`config.mk`:
```
export PLATFORM = sky130hd
export DESIGN_NAME = mbox_top
export DESIGN_NICKNAME = d
export VERILOG_FILES = /design/src/design/mbox_proto_pkg.sv /design/src/design/mbox_reg_pkg.sv /design/src/design/mbox_buffer.sv /design/src/design/mbox_csr.sv /design/src/design/mbox_fsm.sv /design/src/design/mbox_top.sv
export SDC_FILE = /design/constraint.sdc
export NUM_CORES = 2
export LEC_CHECK = 0
export ABC_CLOCK_PERIOD_IN_PS = 4100
export BUFFER_PORTS_ARGS = -buffer_cell sky130_fd_sc_hd__buf_2
export CORE_MARGIN = 3
export CORE_UTILIZATION = 25
export DETAILED_ROUTE_END_ITERATION = 10
export GPL_TIMING_DRIVEN = 0
export PLACE_DENSITY = 0.43
export SLEW_MARGIN = 25
export SYNTH_ARGS = -nofsm -noshare
export SYNTH_HDL_FRONTEND = slang
export SYNTH_SLANG_ARGS = --single-unit
```
`constraint.sdc`:
```
create_clock -name clk -period 4.1 [get_ports clk]
set_input_delay 0.615 -clock clk [delete_from_list [all_inputs] [get_ports clk]]
set_output_delay 0.615 -clock clk [all_outputs]
set_load 0.01 [all_outputs]
```
`src/design/mbox_proto_pkg.sv`:
```
/*
 * mailbox protocol definitions
 * FSM states, command status codes and message buffer sizing
 */
package mbox_proto_pkg;

    // protocol FSM states, the encoding shows up in STATUS
    typedef enum logic [2:0] {
        IDLE         = 3'd0,
        RDY_FOR_CMD  = 3'd1,
        RDY_FOR_DLEN = 3'd2,
        RDY_FOR_DATA = 3'd3,
        EXECUTE_UC   = 3'd4,
        EXECUTE_SOC  = 3'd5,
        ERROR        = 3'd6
    } mbox_state_e;

    // command status written by the receiver
    typedef enum logic [3:0] {
        CMD_BUSY     = 4'd0,
        DATA_READY   = 4'd1,
        CMD_COMPLETE = 4'd2,
        CMD_FAILURE  = 4'd3
    } cmd_status_e;

    // message store of 64 words of 32 bits
    localparam int MBOX_DEPTH = 64;
    localparam int MBOX_PTR_W = 6;
    // one bit wider than the pointer so a count can reach the full depth
    localparam int MBOX_CNT_W = 7;
    localparam int MBOX_SIZE_BYTES = 256;

endpackage

```
`src/design/mbox_reg_pkg.sv`:
```
/*
 * mailbox register map
 * APB widths, register offsets and the field layout of the STATUS register
 */
package mbox_reg_pkg;

    // APB port widths
    localparam int APB_ADDR_W = 8;
    localparam int APB_DATA_W = 32;

    // word aligned register offsets, contiguous from LOCK to UNLOCK
    localparam logic [APB_ADDR_W-1:0] REG_LOCK    = 8'h00;
    localparam logic [APB_ADDR_W-1:0] REG_CMD     = 8'h04;
    localparam logic [APB_ADDR_W-1:0] REG_DLEN    = 8'h08;
    localparam logic [APB_ADDR_W-1:0] REG_DATAIN  = 8'h0C;
    localparam logic [APB_ADDR_W-1:0] REG_DATAOUT = 8'h10;
    localparam logic [APB_ADDR_W-1:0] REG_EXECUTE = 8'h14;
    localparam logic [APB_ADDR_W-1:0] REG_STATUS  = 8'h18;
    localparam logic [APB_ADDR_W-1:0] REG_UNLOCK  = 8'h1C;

    // STATUS fields
    // the command status sits in bits 3..0
    localparam int STATUS_CMD_LSB = 0;
    // the FSM state sits in bits 6..4
    localparam int STATUS_FSM_LSB = 4;
    // set when the SoC side owns the lock
    localparam int STATUS_SOC_LOCK_BIT = 7;

endpackage

```
`src/design/mbox_buffer.sv`:
```
/*
 * mailbox message buffer
 * register-file store with write and read pointers, the clamped message
 * length and the preloaded data-out word
 */
`timescale 1ns/1ns

module mbox_buffer
    import mbox_proto_pkg::*;
(
    input  logic        clk,
    input  logic        rst_b,
    input  logic [31:0] pwdata,
    input  logic [31:0] dlen,
    input  logic        wr_inc,
    input  logic        wr_rst,
    input  logic        rd_inc,
    input  logic        rd_rst,
    input  logic        len_latch,
    output logic [31:0] dataout
);

    logic [31:0]           mem [MBOX_DEPTH];
    logic [MBOX_CNT_W-1:0] wr_ptr;
    logic [MBOX_CNT_W-1:0] rd_ptr;
    logic [MBOX_CNT_W-1:0] rd_len;
    logic [MBOX_CNT_W-1:0] dlen_words;
    logic [MBOX_CNT_W-1:0] len_nxt;
    logic                  wr_en;

    // writes stop once the last entry is filled
    assign wr_en = wr_inc && (wr_ptr < MBOX_CNT_W'(MBOX_DEPTH));

    // programmed length in words, rounded up and capped at the depth
    always_comb begin
        if (dlen >= 32'(MBOX_SIZE_BYTES)) begin
            dlen_words = MBOX_CNT_W'(MBOX_DEPTH);
        end else begin
            dlen_words = {1'b0, dlen[MBOX_PTR_W+1:2]} + MBOX_CNT_W'(dlen[1:0] != 2'b00);
        end
        // a short sender must not let the receiver read stale entries
        len_nxt = (wr_ptr < dlen_words) ? wr_ptr : dlen_words;
    end

    always_ff @(posedge clk) begin
        if (wr_en) begin
            mem[wr_ptr[MBOX_PTR_W-1:0]] <= pwdata;
        end
    end

    always_ff @(posedge clk or negedge rst_b) begin
        if (!rst_b) begin
            wr_ptr  <= '0;
            rd_ptr  <= '0;
            rd_len  <= '0;
            dataout <= '0;
        end else begin
            if (wr_rst) begin
                wr_ptr <= '0;
            end else if (wr_en) begin
                wr_ptr <= wr_ptr + MBOX_CNT_W'(1);
            end
            if (len_latch) begin
                rd_len <= len_nxt;
            end
            // rd_rst comes with len_latch, so the new length decides word 0
            if (rd_rst) begin
                rd_ptr  <= MBOX_CNT_W'(1);
                dataout <= (len_nxt != '0) ? mem[0] : '0;
            end else if (rd_inc) begin
                if (rd_ptr < rd_len) begin
                    dataout <= mem[rd_ptr[MBOX_PTR_W-1:0]];
                    rd_ptr  <= rd_ptr + MBOX_CNT_W'(1);
                end else begin
                    dataout <= '0;
                end
            end
        end
    end

endmodule

```
`src/design/mbox_csr.sv`:
```
/*
 * mailbox register block
 * APB slave that decodes the register map and completes each transfer in its
 * access cycle, holds the software visible registers and raises one-cycle
 * access strobes for the protocol FSM
 */
`timescale 1ns/1ns

module mbox_csr
    import mbox_reg_pkg::*;
    import mbox_proto_pkg::*;
(
    input  logic                  clk,
    input  logic                  rst_b,
    input  logic                  psel,
    input  logic                  penable,
    input  logic                  pwrite,
    input  logic [APB_ADDR_W-1:0] paddr,
    input  logic [APB_DATA_W-1:0] pwdata,
    input  logic                  soc_req,
    input  logic                  accept,
    input  logic                  lock_clr,
    input  logic                  execute_clr,
    input  mbox_state_e           state,
    input  logic                  soc_has_lock,
    input  logic [APB_DATA_W-1:0] dataout,
    output logic [APB_DATA_W-1:0] prdata,
    output logic                  pready,
    output logic                  pslverr,
    output logic                  lock_rd,
    output logic                  cmd_wr,
    output logic                  dlen_wr,
    output logic                  datain_wr,
    output logic                  dataout_rd,
    output logic                  execute_wr,
    output logic                  status_wr,
    output logic                  unlock_wr,
    output logic                  acc_soc,
    output logic                  lock,
    output logic                  execute,
    output cmd_status_e           cmd_status,
    output logic [APB_DATA_W-1:0] dlen
);

    logic                  access;
    logic                  wr_acc;
    logic                  rd_acc;
    logic                  addr_hit;
    logic [APB_DATA_W-1:0] cmd_q;
    logic                  execute_q;

    // no wait states, the access cycle always completes
    assign pready = 1'b1;
    assign access = psel & penable;
    assign wr_acc = access & pwrite;
    assign rd_acc = access & ~pwrite;

    // the map is eight contiguous words starting at offset 0
    assign addr_hit = (paddr[1:0] == 2'b00) && (paddr <= REG_UNLOCK);
    assign pslverr  = access & ~addr_hit;

    // agent that owns the transfer on the bus right now
    assign acc_soc = psel & soc_req;

    assign lock_rd    = rd_acc & (paddr == REG_LOCK);
    assign cmd_wr     = wr_acc & (paddr == REG_CMD);
    assign dlen_wr    = wr_acc & (paddr == REG_DLEN);
    assign datain_wr  = wr_acc & (paddr == REG_DATAIN);
    assign dataout_rd = rd_acc & (paddr == REG_DATAOUT);
    assign execute_wr = wr_acc & (paddr == REG_EXECUTE);
    assign status_wr  = wr_acc & (paddr == REG_STATUS);
    // only a write of 1 requests the forced unlock
    assign unlock_wr  = wr_acc & (paddr == REG_UNLOCK) & pwdata[0];

    // the FSM sees the value being written to execute, so that its arcs and
    // the data-out preload land on the same completing edge as the write
    assign execute = execute_wr ? pwdata[0] : execute_q;

    always_ff @(posedge clk or negedge rst_b) begin
        if (!rst_b) begin
            lock       <= 1'b0;
            cmd_q      <= '0;
            dlen       <= '0;
            execute_q  <= 1'b0;
            cmd_status <= CMD_BUSY;
        end else begin
            // reading a free lock takes it, whoever the reader is
            if (lock_clr) begin
                lock <= 1'b0;
            end else if (lock_rd && !lock) begin
                lock <= 1'b1;
            end
            if (cmd_wr && accept) begin
                cmd_q <= pwdata;
            end
            if (dlen_wr && accept) begin
                dlen <= pwdata;
            end
            if (execute_clr) begin
                execute_q <= 1'b0;
            end else if (execute_wr && accept) begin
                execute_q <= pwdata[0];
            end
            // status goes back to busy whenever the mailbox is released
            if (lock_clr) begin
                cmd_status <= CMD_BUSY;
            end else if (status_wr && accept) begin
                cmd_status <= cmd_status_e'(pwdata[STATUS_CMD_LSB +: $bits(cmd_status_e)]);
            end
        end
    end

    // read data reflects register values ahead of the completing edge
    always_comb begin
        prdata = '0;
        if (rd_acc) begin
            case (paddr)
                REG_LOCK:    prdata[0] = lock;
                REG_CMD:     prdata = cmd_q;
                REG_DLEN:    prdata = dlen;
                // data is masked for anyone but the receiver
                REG_DATAOUT: prdata = accept ? dataout : '0;
                REG_EXECUTE: prdata[0] = execute_q;
                REG_STATUS: begin
                    prdata[STATUS_CMD_LSB +: $bits(cmd_status_e)] = cmd_status;
                    prdata[STATUS_FSM_LSB +: $bits(mbox_state_e)] = state;
                    prdata[STATUS_SOC_LOCK_BIT] = soc_has_lock;
                end
                default:     prdata = '0;
            endcase
        end
    end

endmodule

```
`src/design/mbox_fsm.sv`:
```
/*
 * mailbox protocol FSM
 * tracks the lock owner, walks the command/length/data/execute order,
 * checks requester and receiver rights and raises the error pulses
 */
`timescale 1ns/1ns

module mbox_fsm
    import mbox_proto_pkg::*;
(
    input  logic        clk,
    input  logic        rst_b,
    input  logic        lock_rd,
    input  logic        cmd_wr,
    input  logic        dlen_wr,
    input  logic        datain_wr,
    input  logic        dataout_rd,
    input  logic        execute_wr,
    input  logic        status_wr,
    input  logic        unlock_wr,
    input  logic        acc_soc,
    input  logic        lock,
    input  logic        execute,
    input  cmd_status_e cmd_status,
    output mbox_state_e state,
    output logic        soc_has_lock,
    output logic        accept,
    output logic        lock_clr,
    output logic        execute_clr,
    output logic        wr_inc,
    output logic        wr_rst,
    output logic        rd_inc,
    output logic        rd_rst,
    output logic        len_latch,
    output logic        protocol_error_order,
    output logic        protocol_error_nolock,
    output logic        inv_axs,
    output logic        uc_data_avail,
    output logic        soc_data_avail,
    output logic        uc_mbox_lock
);

    mbox_state_e state_nxt;
    logic exec_st;
    logic ordered_st;
    logic requester;
    logic receiver;
    logic status_open;
    logic any_acc;
    logic req_ok;
    logic rcv_ok;
    logic lock_take;
    logic release_lock;
    logic force_unlock;
    logic order_err;
    logic nolock_err;
    logic drop_err;

    assign exec_st    = (state == EXECUTE_UC) || (state == EXECUTE_SOC);
    assign ordered_st = (state == RDY_FOR_CMD) || (state == RDY_FOR_DLEN) ||
                        (state == RDY_FOR_DATA);

    // the requester is the lock owner, the receiver is the other agent and
    // only counts while the message is handed over
    assign requester = lock && (acc_soc == soc_has_lock);
    assign receiver  = lock && (acc_soc != soc_has_lock) && exec_st;

    // a final status (complete or failure) cannot be overwritten before release
    assign status_open = (cmd_status == CMD_BUSY) || (cmd_status == DATA_READY);

    // every access the protocol cares about, reads of other registers are free
    assign any_acc = cmd_wr | dlen_wr | datain_wr | execute_wr | status_wr |
                     unlock_wr | dataout_rd;

    // which requester write each state expects
    always_comb begin
        case (state)
            RDY_FOR_CMD:             req_ok = cmd_wr;
            RDY_FOR_DLEN:            req_ok = dlen_wr;
            RDY_FOR_DATA:            req_ok = datain_wr | execute_wr;
            EXECUTE_UC, EXECUTE_SOC: req_ok = execute_wr;
            default:                 req_ok = 1'b0;
        endcase
        req_ok = req_ok & requester;
    end

    assign rcv_ok = receiver && (dataout_rd || (status_wr && status_open));
    assign accept = req_ok | rcv_ok;

    assign lock_take    = lock_rd && !lock && (state == IDLE);
    assign release_lock = exec_st && req_ok && !execute;
    // the uC may force the mailbox free from any state
    assign force_unlock = unlock_wr && !acc_soc;

    assign nolock_err = (state == IDLE) && acc_soc && any_acc;
    assign order_err  = ordered_st && requester && any_acc && !req_ok && !force_unlock;
    // anything else that is not accepted is dropped silently apart from the pulse
    assign drop_err   = any_acc && !accept && !order_err && !nolock_err && !force_unlock;

    assign lock_clr    = release_lock | force_unlock;
    assign execute_clr = force_unlock;

    always_comb begin
        state_nxt = state;
        wr_inc    = 1'b0;
        wr_rst    = 1'b0;
        rd_inc    = 1'b0;
        rd_rst    = 1'b0;
        len_latch = 1'b0;
        case (state)
            IDLE: begin
                if (lock_take) begin
                    state_nxt = RDY_FOR_CMD;
                end
            end
            RDY_FOR_CMD: begin
                if (req_ok) begin
                    state_nxt = RDY_FOR_DLEN;
                end
            end
            RDY_FOR_DLEN: begin
                // a new message starts filling from word 0
                if (req_ok) begin
                    state_nxt = RDY_FOR_DATA;
                    wr_rst    = 1'b1;
                end
            end
            RDY_FOR_DATA: begin
                wr_inc = req_ok && datain_wr;
                // the SoC's message goes to the uC and the other way round
                if (req_ok && execute_wr && execute) begin
                    state_nxt = soc_has_lock ? EXECUTE_UC : EXECUTE_SOC;
                    len_latch = 1'b1;
                    rd_rst    = 1'b1;
                end
            end
            EXECUTE_UC, EXECUTE_SOC: begin
                rd_inc = rcv_ok && dataout_rd;
                if (release_lock) begin
                    state_nxt = IDLE;
                end
            end
            // ERROR holds until the forced unlock
            default: state_nxt = state;
        endcase
        if (order_err) begin
            state_nxt = ERROR;
        end
        if (force_unlock) begin
            state_nxt = IDLE;
        end
    end

    always_ff @(posedge clk or negedge rst_b) begin
        if (!rst_b) begin
            state                 <= IDLE;
            soc_has_lock          <= 1'b0;
            protocol_error_order  <= 1'b0;
            protocol_error_nolock <= 1'b0;
            inv_axs               <= 1'b0;
        end else begin
            state <= state_nxt;
            // owner is recorded when the lock is taken and forgotten on release
            if (lock_clr) begin
                soc_has_lock <= 1'b0;
            end else if (lock_take) begin
                soc_has_lock <= acc_soc;
            end
            protocol_error_order  <= order_err;
            protocol_error_nolock <= nolock_err;
            inv_axs               <= drop_err;
        end
    end

    assign uc_data_avail  = (state == EXECUTE_UC);
    assign soc_data_avail = (state == EXECUTE_SOC);
    assign uc_mbox_lock   = lock && !soc_has_lock;

endmodule

```
`src/design/mbox_top.sv`:
```
/*
 * mailbox top level
 * connects the APB register block, the protocol FSM and the message buffer
 */
`timescale 1ns/1ns

module mbox_top
    import mbox_reg_pkg::*;
    import mbox_proto_pkg::*;
(
    input  logic                  clk,
    input  logic                  rst_b,
    input  logic                  psel,
    input  logic                  penable,
    input  logic                  pwrite,
    input  logic [APB_ADDR_W-1:0] paddr,
    input  logic [APB_DATA_W-1:0] pwdata,
    input  logic                  soc_req,
    output logic [APB_DATA_W-1:0] prdata,
    output logic                  pready,
    output logic                  pslverr,
    output logic                  protocol_error_order,
    output logic                  protocol_error_nolock,
    output logic                  inv_axs,
    output logic                  uc_data_avail,
    output logic                  soc_data_avail,
    output logic                  uc_mbox_lock
);

    // strobes and register fields from the register block
    logic lock_rd, cmd_wr, dlen_wr, datain_wr, dataout_rd;
    logic execute_wr, status_wr, unlock_wr;
    logic acc_soc, lock, execute;
    cmd_status_e cmd_status;
    logic [APB_DATA_W-1:0] dlen;
    // FSM controls
    mbox_state_e state;
    logic soc_has_lock, accept, lock_clr, execute_clr;
    logic wr_inc, wr_rst, rd_inc, rd_rst, len_latch;
    // preloaded read word from the buffer
    logic [APB_DATA_W-1:0] dataout;

    mbox_csr u_csr (
        .clk(clk), .rst_b(rst_b), .psel(psel), .penable(penable), .pwrite(pwrite),
        .paddr(paddr), .pwdata(pwdata), .soc_req(soc_req), .accept(accept),
        .lock_clr(lock_clr), .execute_clr(execute_clr), .state(state),
        .soc_has_lock(soc_has_lock), .dataout(dataout), .prdata(prdata),
        .pready(pready), .pslverr(pslverr), .lock_rd(lock_rd), .cmd_wr(cmd_wr),
        .dlen_wr(dlen_wr), .datain_wr(datain_wr), .dataout_rd(dataout_rd),
        .execute_wr(execute_wr), .status_wr(status_wr), .unlock_wr(unlock_wr),
        .acc_soc(acc_soc), .lock(lock), .execute(execute), .cmd_status(cmd_status),
        .dlen(dlen)
    );

    mbox_fsm u_fsm (
        .clk(clk), .rst_b(rst_b), .lock_rd(lock_rd), .cmd_wr(cmd_wr), .dlen_wr(dlen_wr),
        .datain_wr(datain_wr), .dataout_rd(dataout_rd), .execute_wr(execute_wr),
        .status_wr(status_wr), .unlock_wr(unlock_wr), .acc_soc(acc_soc), .lock(lock),
        .execute(execute), .cmd_status(cmd_status), .state(state),
        .soc_has_lock(soc_has_lock), .accept(accept), .lock_clr(lock_clr),
        .execute_clr(execute_clr), .wr_inc(wr_inc), .wr_rst(wr_rst), .rd_inc(rd_inc),
        .rd_rst(rd_rst), .len_latch(len_latch),
        .protocol_error_order(protocol_error_order),
        .protocol_error_nolock(protocol_error_nolock), .inv_axs(inv_axs),
        .uc_data_avail(uc_data_avail), .soc_data_avail(soc_data_avail),
        .uc_mbox_lock(uc_mbox_lock)
    );

    mbox_buffer u_buffer (
        .clk(clk), .rst_b(rst_b), .pwdata(pwdata), .dlen(dlen), .wr_inc(wr_inc),
        .wr_rst(wr_rst), .rd_inc(rd_inc), .rd_rst(rd_rst), .len_latch(len_latch),
        .dataout(dataout)
    );

endmodule

```
# ---- Yosys cells after proc, flatten, opt, wreduce, memory -nomap -nowiden
# Memory sizes are Yosys's and may differ from the RTL's.
# Cells that the tools add are included.
# Widths: inputs -> output; s select.
dict set report op_classes {
  add_sub_neg 3
  magnitude_cmp 5
  n_eq_ne 20
  muxes 43
  bitwise_logic 26
  reduce_logical 62
}
# cell count
set ops {}
lappend ops {{$mux 32} 6}
lappend ops {{$pmux 24 s3} 1}
lappend ops {{$mux 7} 7}
lappend ops {{$eq 8x5->1 const B} 4}
lappend ops {{$ge 32x9->1 const B} 1}
lappend ops {{$logic_and 1x1->1} 31}
lappend ops {{$pmux 7 s4} 1}
lappend ops {{$mux 3} 7}
lappend ops {{$eq 8x4->1 const B} 2}
lappend ops {{$mux 1} 16}
lappend ops {{$ne 4x1->1 const B} 4}
lappend ops {{$reduce_bool 2->1} 8}
lappend ops {{$and 1x1->1} 15}
lappend ops {{$pmux 3 s5} 1}
lappend ops {{$add 7x1->7 const B} 2}
lappend ops {{$lt 7x7->1} 2}
lappend ops {{$reduce_bool 7->1} 2}
lappend ops {{$logic_not 1->1} 9}
lappend ops {{$or 1x1->1} 9}
lappend ops {{$eq 8x3->1 const B} 1}
lappend ops {{$le 8x5->1 const B} 1}
lappend ops {{$logic_not 8->1} 1}
lappend ops {{$mux 4} 2}
lappend ops {{$add 6x1->7} 1}
lappend ops {{other kinds (18)} 25}
dict set report word_totals {
  reg_bits 130
  mem_bits_rw 2048
  out_inout_bits 40
  elab_cells 174
  memories 1
}
# memory words word_bits read_ports rd_clocked_by_memory_dff wr line_no
set memory_table {}
lappend memory_table {u_buffer.mem 64 32 2 0 1 mbox_buffer.sv:23} ;# logic [31:0] mem [MBOX_DEPTH];

# ---- Longest topological paths before layout
dict set report depth {
  word_depth 16
  mapped_depth 14
}

# ---- Cells and area by module
# Synthesis repeated with hierarchy kept, for this count alone.
dict set report hier_totals {
  hier_cells 4100
  area_unflattened_um2 85452.0
}
# mod n_inst cells_per_inst area_per_inst_um2 seq_area_each_um2
set by_module_without_submodules {}
lappend by_module_without_submodules {mbox_buffer 1 3701 80927.6 62825.3}
lappend by_module_without_submodules {mbox_csr 1 326 3920.0 1751.7}
lappend by_module_without_submodules {mbox_fsm 1 73 604.3 175.2}

# ---- Least setup slack after synthesis
# Ideal clock, no wire load.
dict set report synth_path {
  kind {input to register}
  start {input psel}
  end {memory u_buffer.mem[59][0], enable pin}
  setup_time_ps 421
  arrival_time_ps 3551
  t_required_ps 3679
  slack_ps 128
  path_stages 7
  path_buffers 1
  path_cell_list {buf_4 -> nand3_4 -> or4_1 -> nor4_2 -> and2_1 -> nand3_1 -> nor2_1}
}
dict set report synth_via {
  elab_chain_cells 11
}
# item line_no
set synth_rtl {}
lappend synth_rtl {{start, declared} mbox_top.sv:13} ;# input logic psel,
lappend synth_rtl {{$and 1x1->1} mbox_csr.sv:54} ;# assign access = psel & penable;
lappend synth_rtl {{$and 1x1->1} mbox_csr.sv:55} ;# assign wr_acc = access & pwrite;
lappend synth_rtl {{$and 1x1->1 (on tied branches)} {mbox_csr.sv:68, mbox_csr.sv:70}}
lappend synth_rtl {{$or 1x1->1} mbox_fsm.sv:80} ;# RDY_FOR_DATA: req_ok = datain_wr | execute_wr;
lappend synth_rtl {{$pmux 1 s4} mbox_fsm.sv:77} ;# case (state)
lappend synth_rtl {{$and 1x1->1} mbox_fsm.sv:84} ;# req_ok = req_ok & requester;
lappend synth_rtl {{$logic_and 1x1->1 (*)} mbox_fsm.sv:129} ;# wr_inc = req_ok && datain_wr;
lappend synth_rtl {{$mux 1 (*)} mbox_fsm.sv:110} ;# case (state)
lappend synth_rtl {{$logic_and 1x1->1 (*)} mbox_buffer.sv:32} ;# assign wr_en = wr_inc && (wr_ptr < MBOX_CNT_W'(MBOX_DEPTH));
lappend synth_rtl {{$mux 1 (*)} mbox_buffer.sv:46} ;# if (wr_en) begin
lappend synth_rtl {{$mux 1 (implied by the code) (*)} mbox_buffer.sv:47} ;# mem[wr_ptr[MBOX_PTR_W-1:0]] <= pwdata;
lappend synth_rtl {{end, declared} mbox_buffer.sv:23}
# Mark *: on every way between the ends. The rest lies on a longest branch, timed or not.

# ---- Final worst setup path
dict set report layout_path {
  start {register u_buffer.rd_ptr[1]}
  end {register u_buffer.dataout[28]}
}
dict set report layout_via {
  elab_chain_cells 4
}
# item line_no
set layout_rtl {}
lappend layout_rtl {{start, declared} mbox_buffer.sv:25} ;# logic [MBOX_CNT_W-1:0] rd_ptr;
lappend layout_rtl {{start signal, assigned} mbox_buffer.sv:73} ;# rd_ptr <= rd_ptr + MBOX_CNT_W'(1);
lappend layout_rtl {{$mem_v2 64x32 / $lt 7x7->1 (equally long branches)} n/a}
lappend layout_rtl {{$mux 32 (*)} mbox_buffer.sv:71} ;# if (rd_ptr < rd_len) begin
lappend layout_rtl {{$mux 32 (*)} mbox_buffer.sv:70} ;# end else if (rd_inc) begin
lappend layout_rtl {{$mux 32 (*)} mbox_buffer.sv:67} ;# if (rd_rst) begin
lappend layout_rtl {{end signal, assigned} mbox_buffer.sv:69} ;# dataout <= (len_nxt != '0) ? mem[0] : '0;
lappend layout_rtl {{end signal, assigned} mbox_buffer.sv:72} ;# dataout <= mem[rd_ptr[MBOX_PTR_W-1:0]];
lappend layout_rtl {{end, declared} mbox_buffer.sv:20} ;# output logic [31:0] dataout
# Mark *: on every way between the ends. The rest lies on a longest branch, timed or not. The select of a mux whose other input is x is not followed.
# A chain may end at the register's enable or synchronous reset.

==> metrics.txt <==
switching part of the total between 20 and 25%; unrepaired setup endpoints after global routing yes; CTS buffer count between 200 and 250; dpl hpwl around 210,000 um; violated checks negative setup slack; FILL cells 32,438; critical path class reg -> reg; Seq cells post-synth between 2,000 and 2,500; layout cell share with drive strength beyond 1 28.8%; Data arrival, critical path 4910 ps; Finished Cell Area ~100,000 um2; routability-driven placement congestion ratio approximately 0.84; Seq pwr share between 50% and 60%; VDD IR max approximately 0.00044 V; Peak Freq 240 MHz; die extent in x between 500 and 600 um; WL/cell between 30 and 40 um; Hold Slack between 70 and 80 ps; H-tree Lvls 4; worst hold-check path type in -> reg; initial antenna violation count 41; routed via count 45,118; Final Hold Vio Count 0; Net Sw Power between 9 and 10 mW; grt total ovfl 0; pre-CTS setup slack -1650 ps; crit path time final 4170 ps; worst path bufs/invs 4; Sequential Area between 60,000 and 70,000 um2; DRT Pass-1 Iters 6; vias in the first global route 45,151; worst reg-to-reg setup slack -70 ps; clock sink count 2,178; status finished, violations left; Die Area between 300,000 and 400,000 um2; Rel. slew slack between 20% and 30%; warnings from Yosys 0; cell count after synthesis 4,087; clk_lat worst skew approximately 860 ps; CTS Buffer Depth 3; multi-input logic area between 15,000 and 20,000 um2; post-layout util 31.0%; number of routed nets with antenna violations 0; Residual DRC 0; synthesized cell area roughly 84,000 um2; Comb pwr share ~1.5%; CP endpoint kind flop; clock root buffer clkbuf_16; startpoint types flop; Starting Density between 20 and 30%; Post-Syn Nets slightly above 4,000; crit-path most repeated cell buf_4; fraction of registers with async set/reset between 5 and 6%; Clock power frac between 40% and 50%; core area around 330,000 um2; setup violators final 9; CP max stage cell a22oi_1; I/O Buffers a little over 80; required time of the critical path between 4000 and 5000 ps; synth unique cells 72; GRT Total Usage about 16%; IO Count 86; area delta synth->final 23.2%; Top Family by Delay on Critical Path buffers and inverters; max incr delay on CP around 730 ps; largest net degree at the start of global routing around 90; crit share post-route 102%; Clock Pin Slew Worst Setup and Hold Paths roughly 60 ps; placed cell area between 90,000 and 100,000 um2; Max FO, Critical Path 10; Tot Pwr about 46 mW; worst path cell trace clkbuf_2 > buf_4 > buf_4 > clkdlybuf4s15_2 > mux4_2 > a22oi_1 > and4_1 > o22ai_1 > a221o_1; Post-Route Skew around 62 ps; initial drt markers ~5,500; internal power between 30 and 40 mW; power per cell area 448 nW/um2; Slew Viols, Final 0; Final nets about 4,700; Primary FF master, synth edfxtp_1; Max Cap Viol 0; Vias/cell between 4 and 5; Die Y 587 um; synthesized area per cell slightly above 20 um2; Static Leak about 32 nW; Routed WL ~290,000 um; final setup margin -65.7 ps; Post-synth EDFFs between 2,000 and 2,500; global-route wire length before repair a little under 400,000 um; Core Rows approximately 210; TritonCTS clock tree yes; Worst-Margin Slew approximately 1100 ps; sequential-to-total area share from yosys stat between 70 and 80%
-- worst min-delay path, delay by kind of cell --
kind / cells / cell delay [ps]
and+or+nand+nor: 2 / 140
buffers and inverters: 1 / 130
-- power groups by stage --
stage,Combinational [mW],Sequential [mW],Clock [mW]
finish,0.708,24.3,21.5
global route,0.757,24.3,22.8
CTS,0.721,24.3,21.9
detailed placement,0.718,24.8,0
global placement,0.595,24.8,0
floorplan,0.0667,24.8,0
-- per-layer routing --
metal / routed length, um / track usage [%] / vias up
met5: 80 / 0 / -
met4: 7140 / 4.13 / 12
met3: 19000 / 3.00 / 317
met2: 134000 / 25.9 / 1597
met1: 130000 / 23.5 / 24704
li1: - / - / 18488
-- path summary, 6_finish.rpt --
kind | startpoint | to | cells after the start
setup reg to reg | u_buffer.rd_ptr[1]$_DFFE_PN0P_ | u_buffer.dataout[28]$_DFFE_PN0P_ | 9
setup / recovery | u_buffer.rd_ptr[1]$_DFFE_PN0P_ | u_buffer.dataout[28]$_DFFE_PN0P_ | 9
hold reg to reg | u_buffer.mem[0][1]$_DFFE_PP_ | u_buffer.dataout[1]$_DFFE_PN0P_ | 1
min in group asynchronous | rst_b | u_fsm.protocol_error_nolock$_DFF_PN0_ | 2
hold / removal | soc_req | u_fsm.protocol_error_nolock$_DFF_PN0_ | 3
max in group asynchronous | rst_b | u_csr.cmd_q[12]$_DFFE_PN0P_ | 3
-- logic make-up (layout without fill, tap and decap cells) --
family	count (synthesis)	count (layout)	synth area share (%)
muxes	712	712	14.2
adders and majority gates	16	16	0.237
DFF	2178	2178	76.8
other	1	19	0.00445
AOI/OAI and AO/OA	560	560	4.87
and+or+nand+nor	338	338	2.33
xor gates and xnor gates	13	13	0.135
buffers and inverters	269	1018	1.40
-- area by class of cell --
cell class	count	area share, %
repair buffers	317	4.79
clock buffers	275	5.86
inverters	15	0.0542
multi-input cells	1640	18.6
clock inverters	159	1.63
well taps	4494	5.41
flip-flops and latches	2178	62.4
plain buffers	252	1.23
diodes	18	0.0434
-- synth_stat cells, types with 31 or more instances --
cell type	count	area [um2]
edfxtp_1	2048	61500
mux4_2	384	8650
mux2i_1	262	2620
o21ai_0	145	726
clkbuf_1	142	533
dfrtp_1	130	3250
a22oi_1	129	968
a221oi_1	128	1120
nor2_1	125	469
buf_2	69	345
and4_1	66	578
nand2_1	45	169
mux2_2	35	394
a221o_1	32	320
o22ai_1	32	200
a222oi_1	31	310
mux2_1	31	349
-- what timing repair did --
action,in CTS,in global routing
buffers inserted,35,38
setup endpoints to repair,1143,747
endpoints found under the hold margin,42,0
hold buffers,1,0
resized for setup,168,30
pin swaps,27,27
-- cell usage in the layout (no fill, tap or decap), types with 90 or more instances in the layout --
cell type  netlist  final
a221oi_1       128    115
a22oi_1        129     99
buf_16           0     90
buf_2           69    117
buf_4           12    122
clkbuf_1       142    139
clkbuf_16        0    237
dfrtp_1        130    129
edfxtp_1      2048   2048
mux2i_1        262    262
mux4_2         384    384
o21ai_0        145    120
-- state kept, by name, summed over array words and instances, names as in the netlist, 3 cells and up --
signal / count
u_buffer.wr_ptr: 7
u_buffer.rd_ptr: 7
u_fsm.state: 3
u_buffer.dataout: 32
u_buffer.mem: 2048
u_csr.cmd_q: 32
u_csr.dlen: 32
u_buffer.rd_len: 7
u_csr.cmd_status: 4
-- through the flow --
stage,setup TNS (ps),cells
after floorplan,0,4087
after global placement,-5214930,8664
after detailed placement,-474280,8823
after CTS,-27450,9292
after global routing,-2810,9331
final,-323,9348
(Power assumes the default switching activity.)
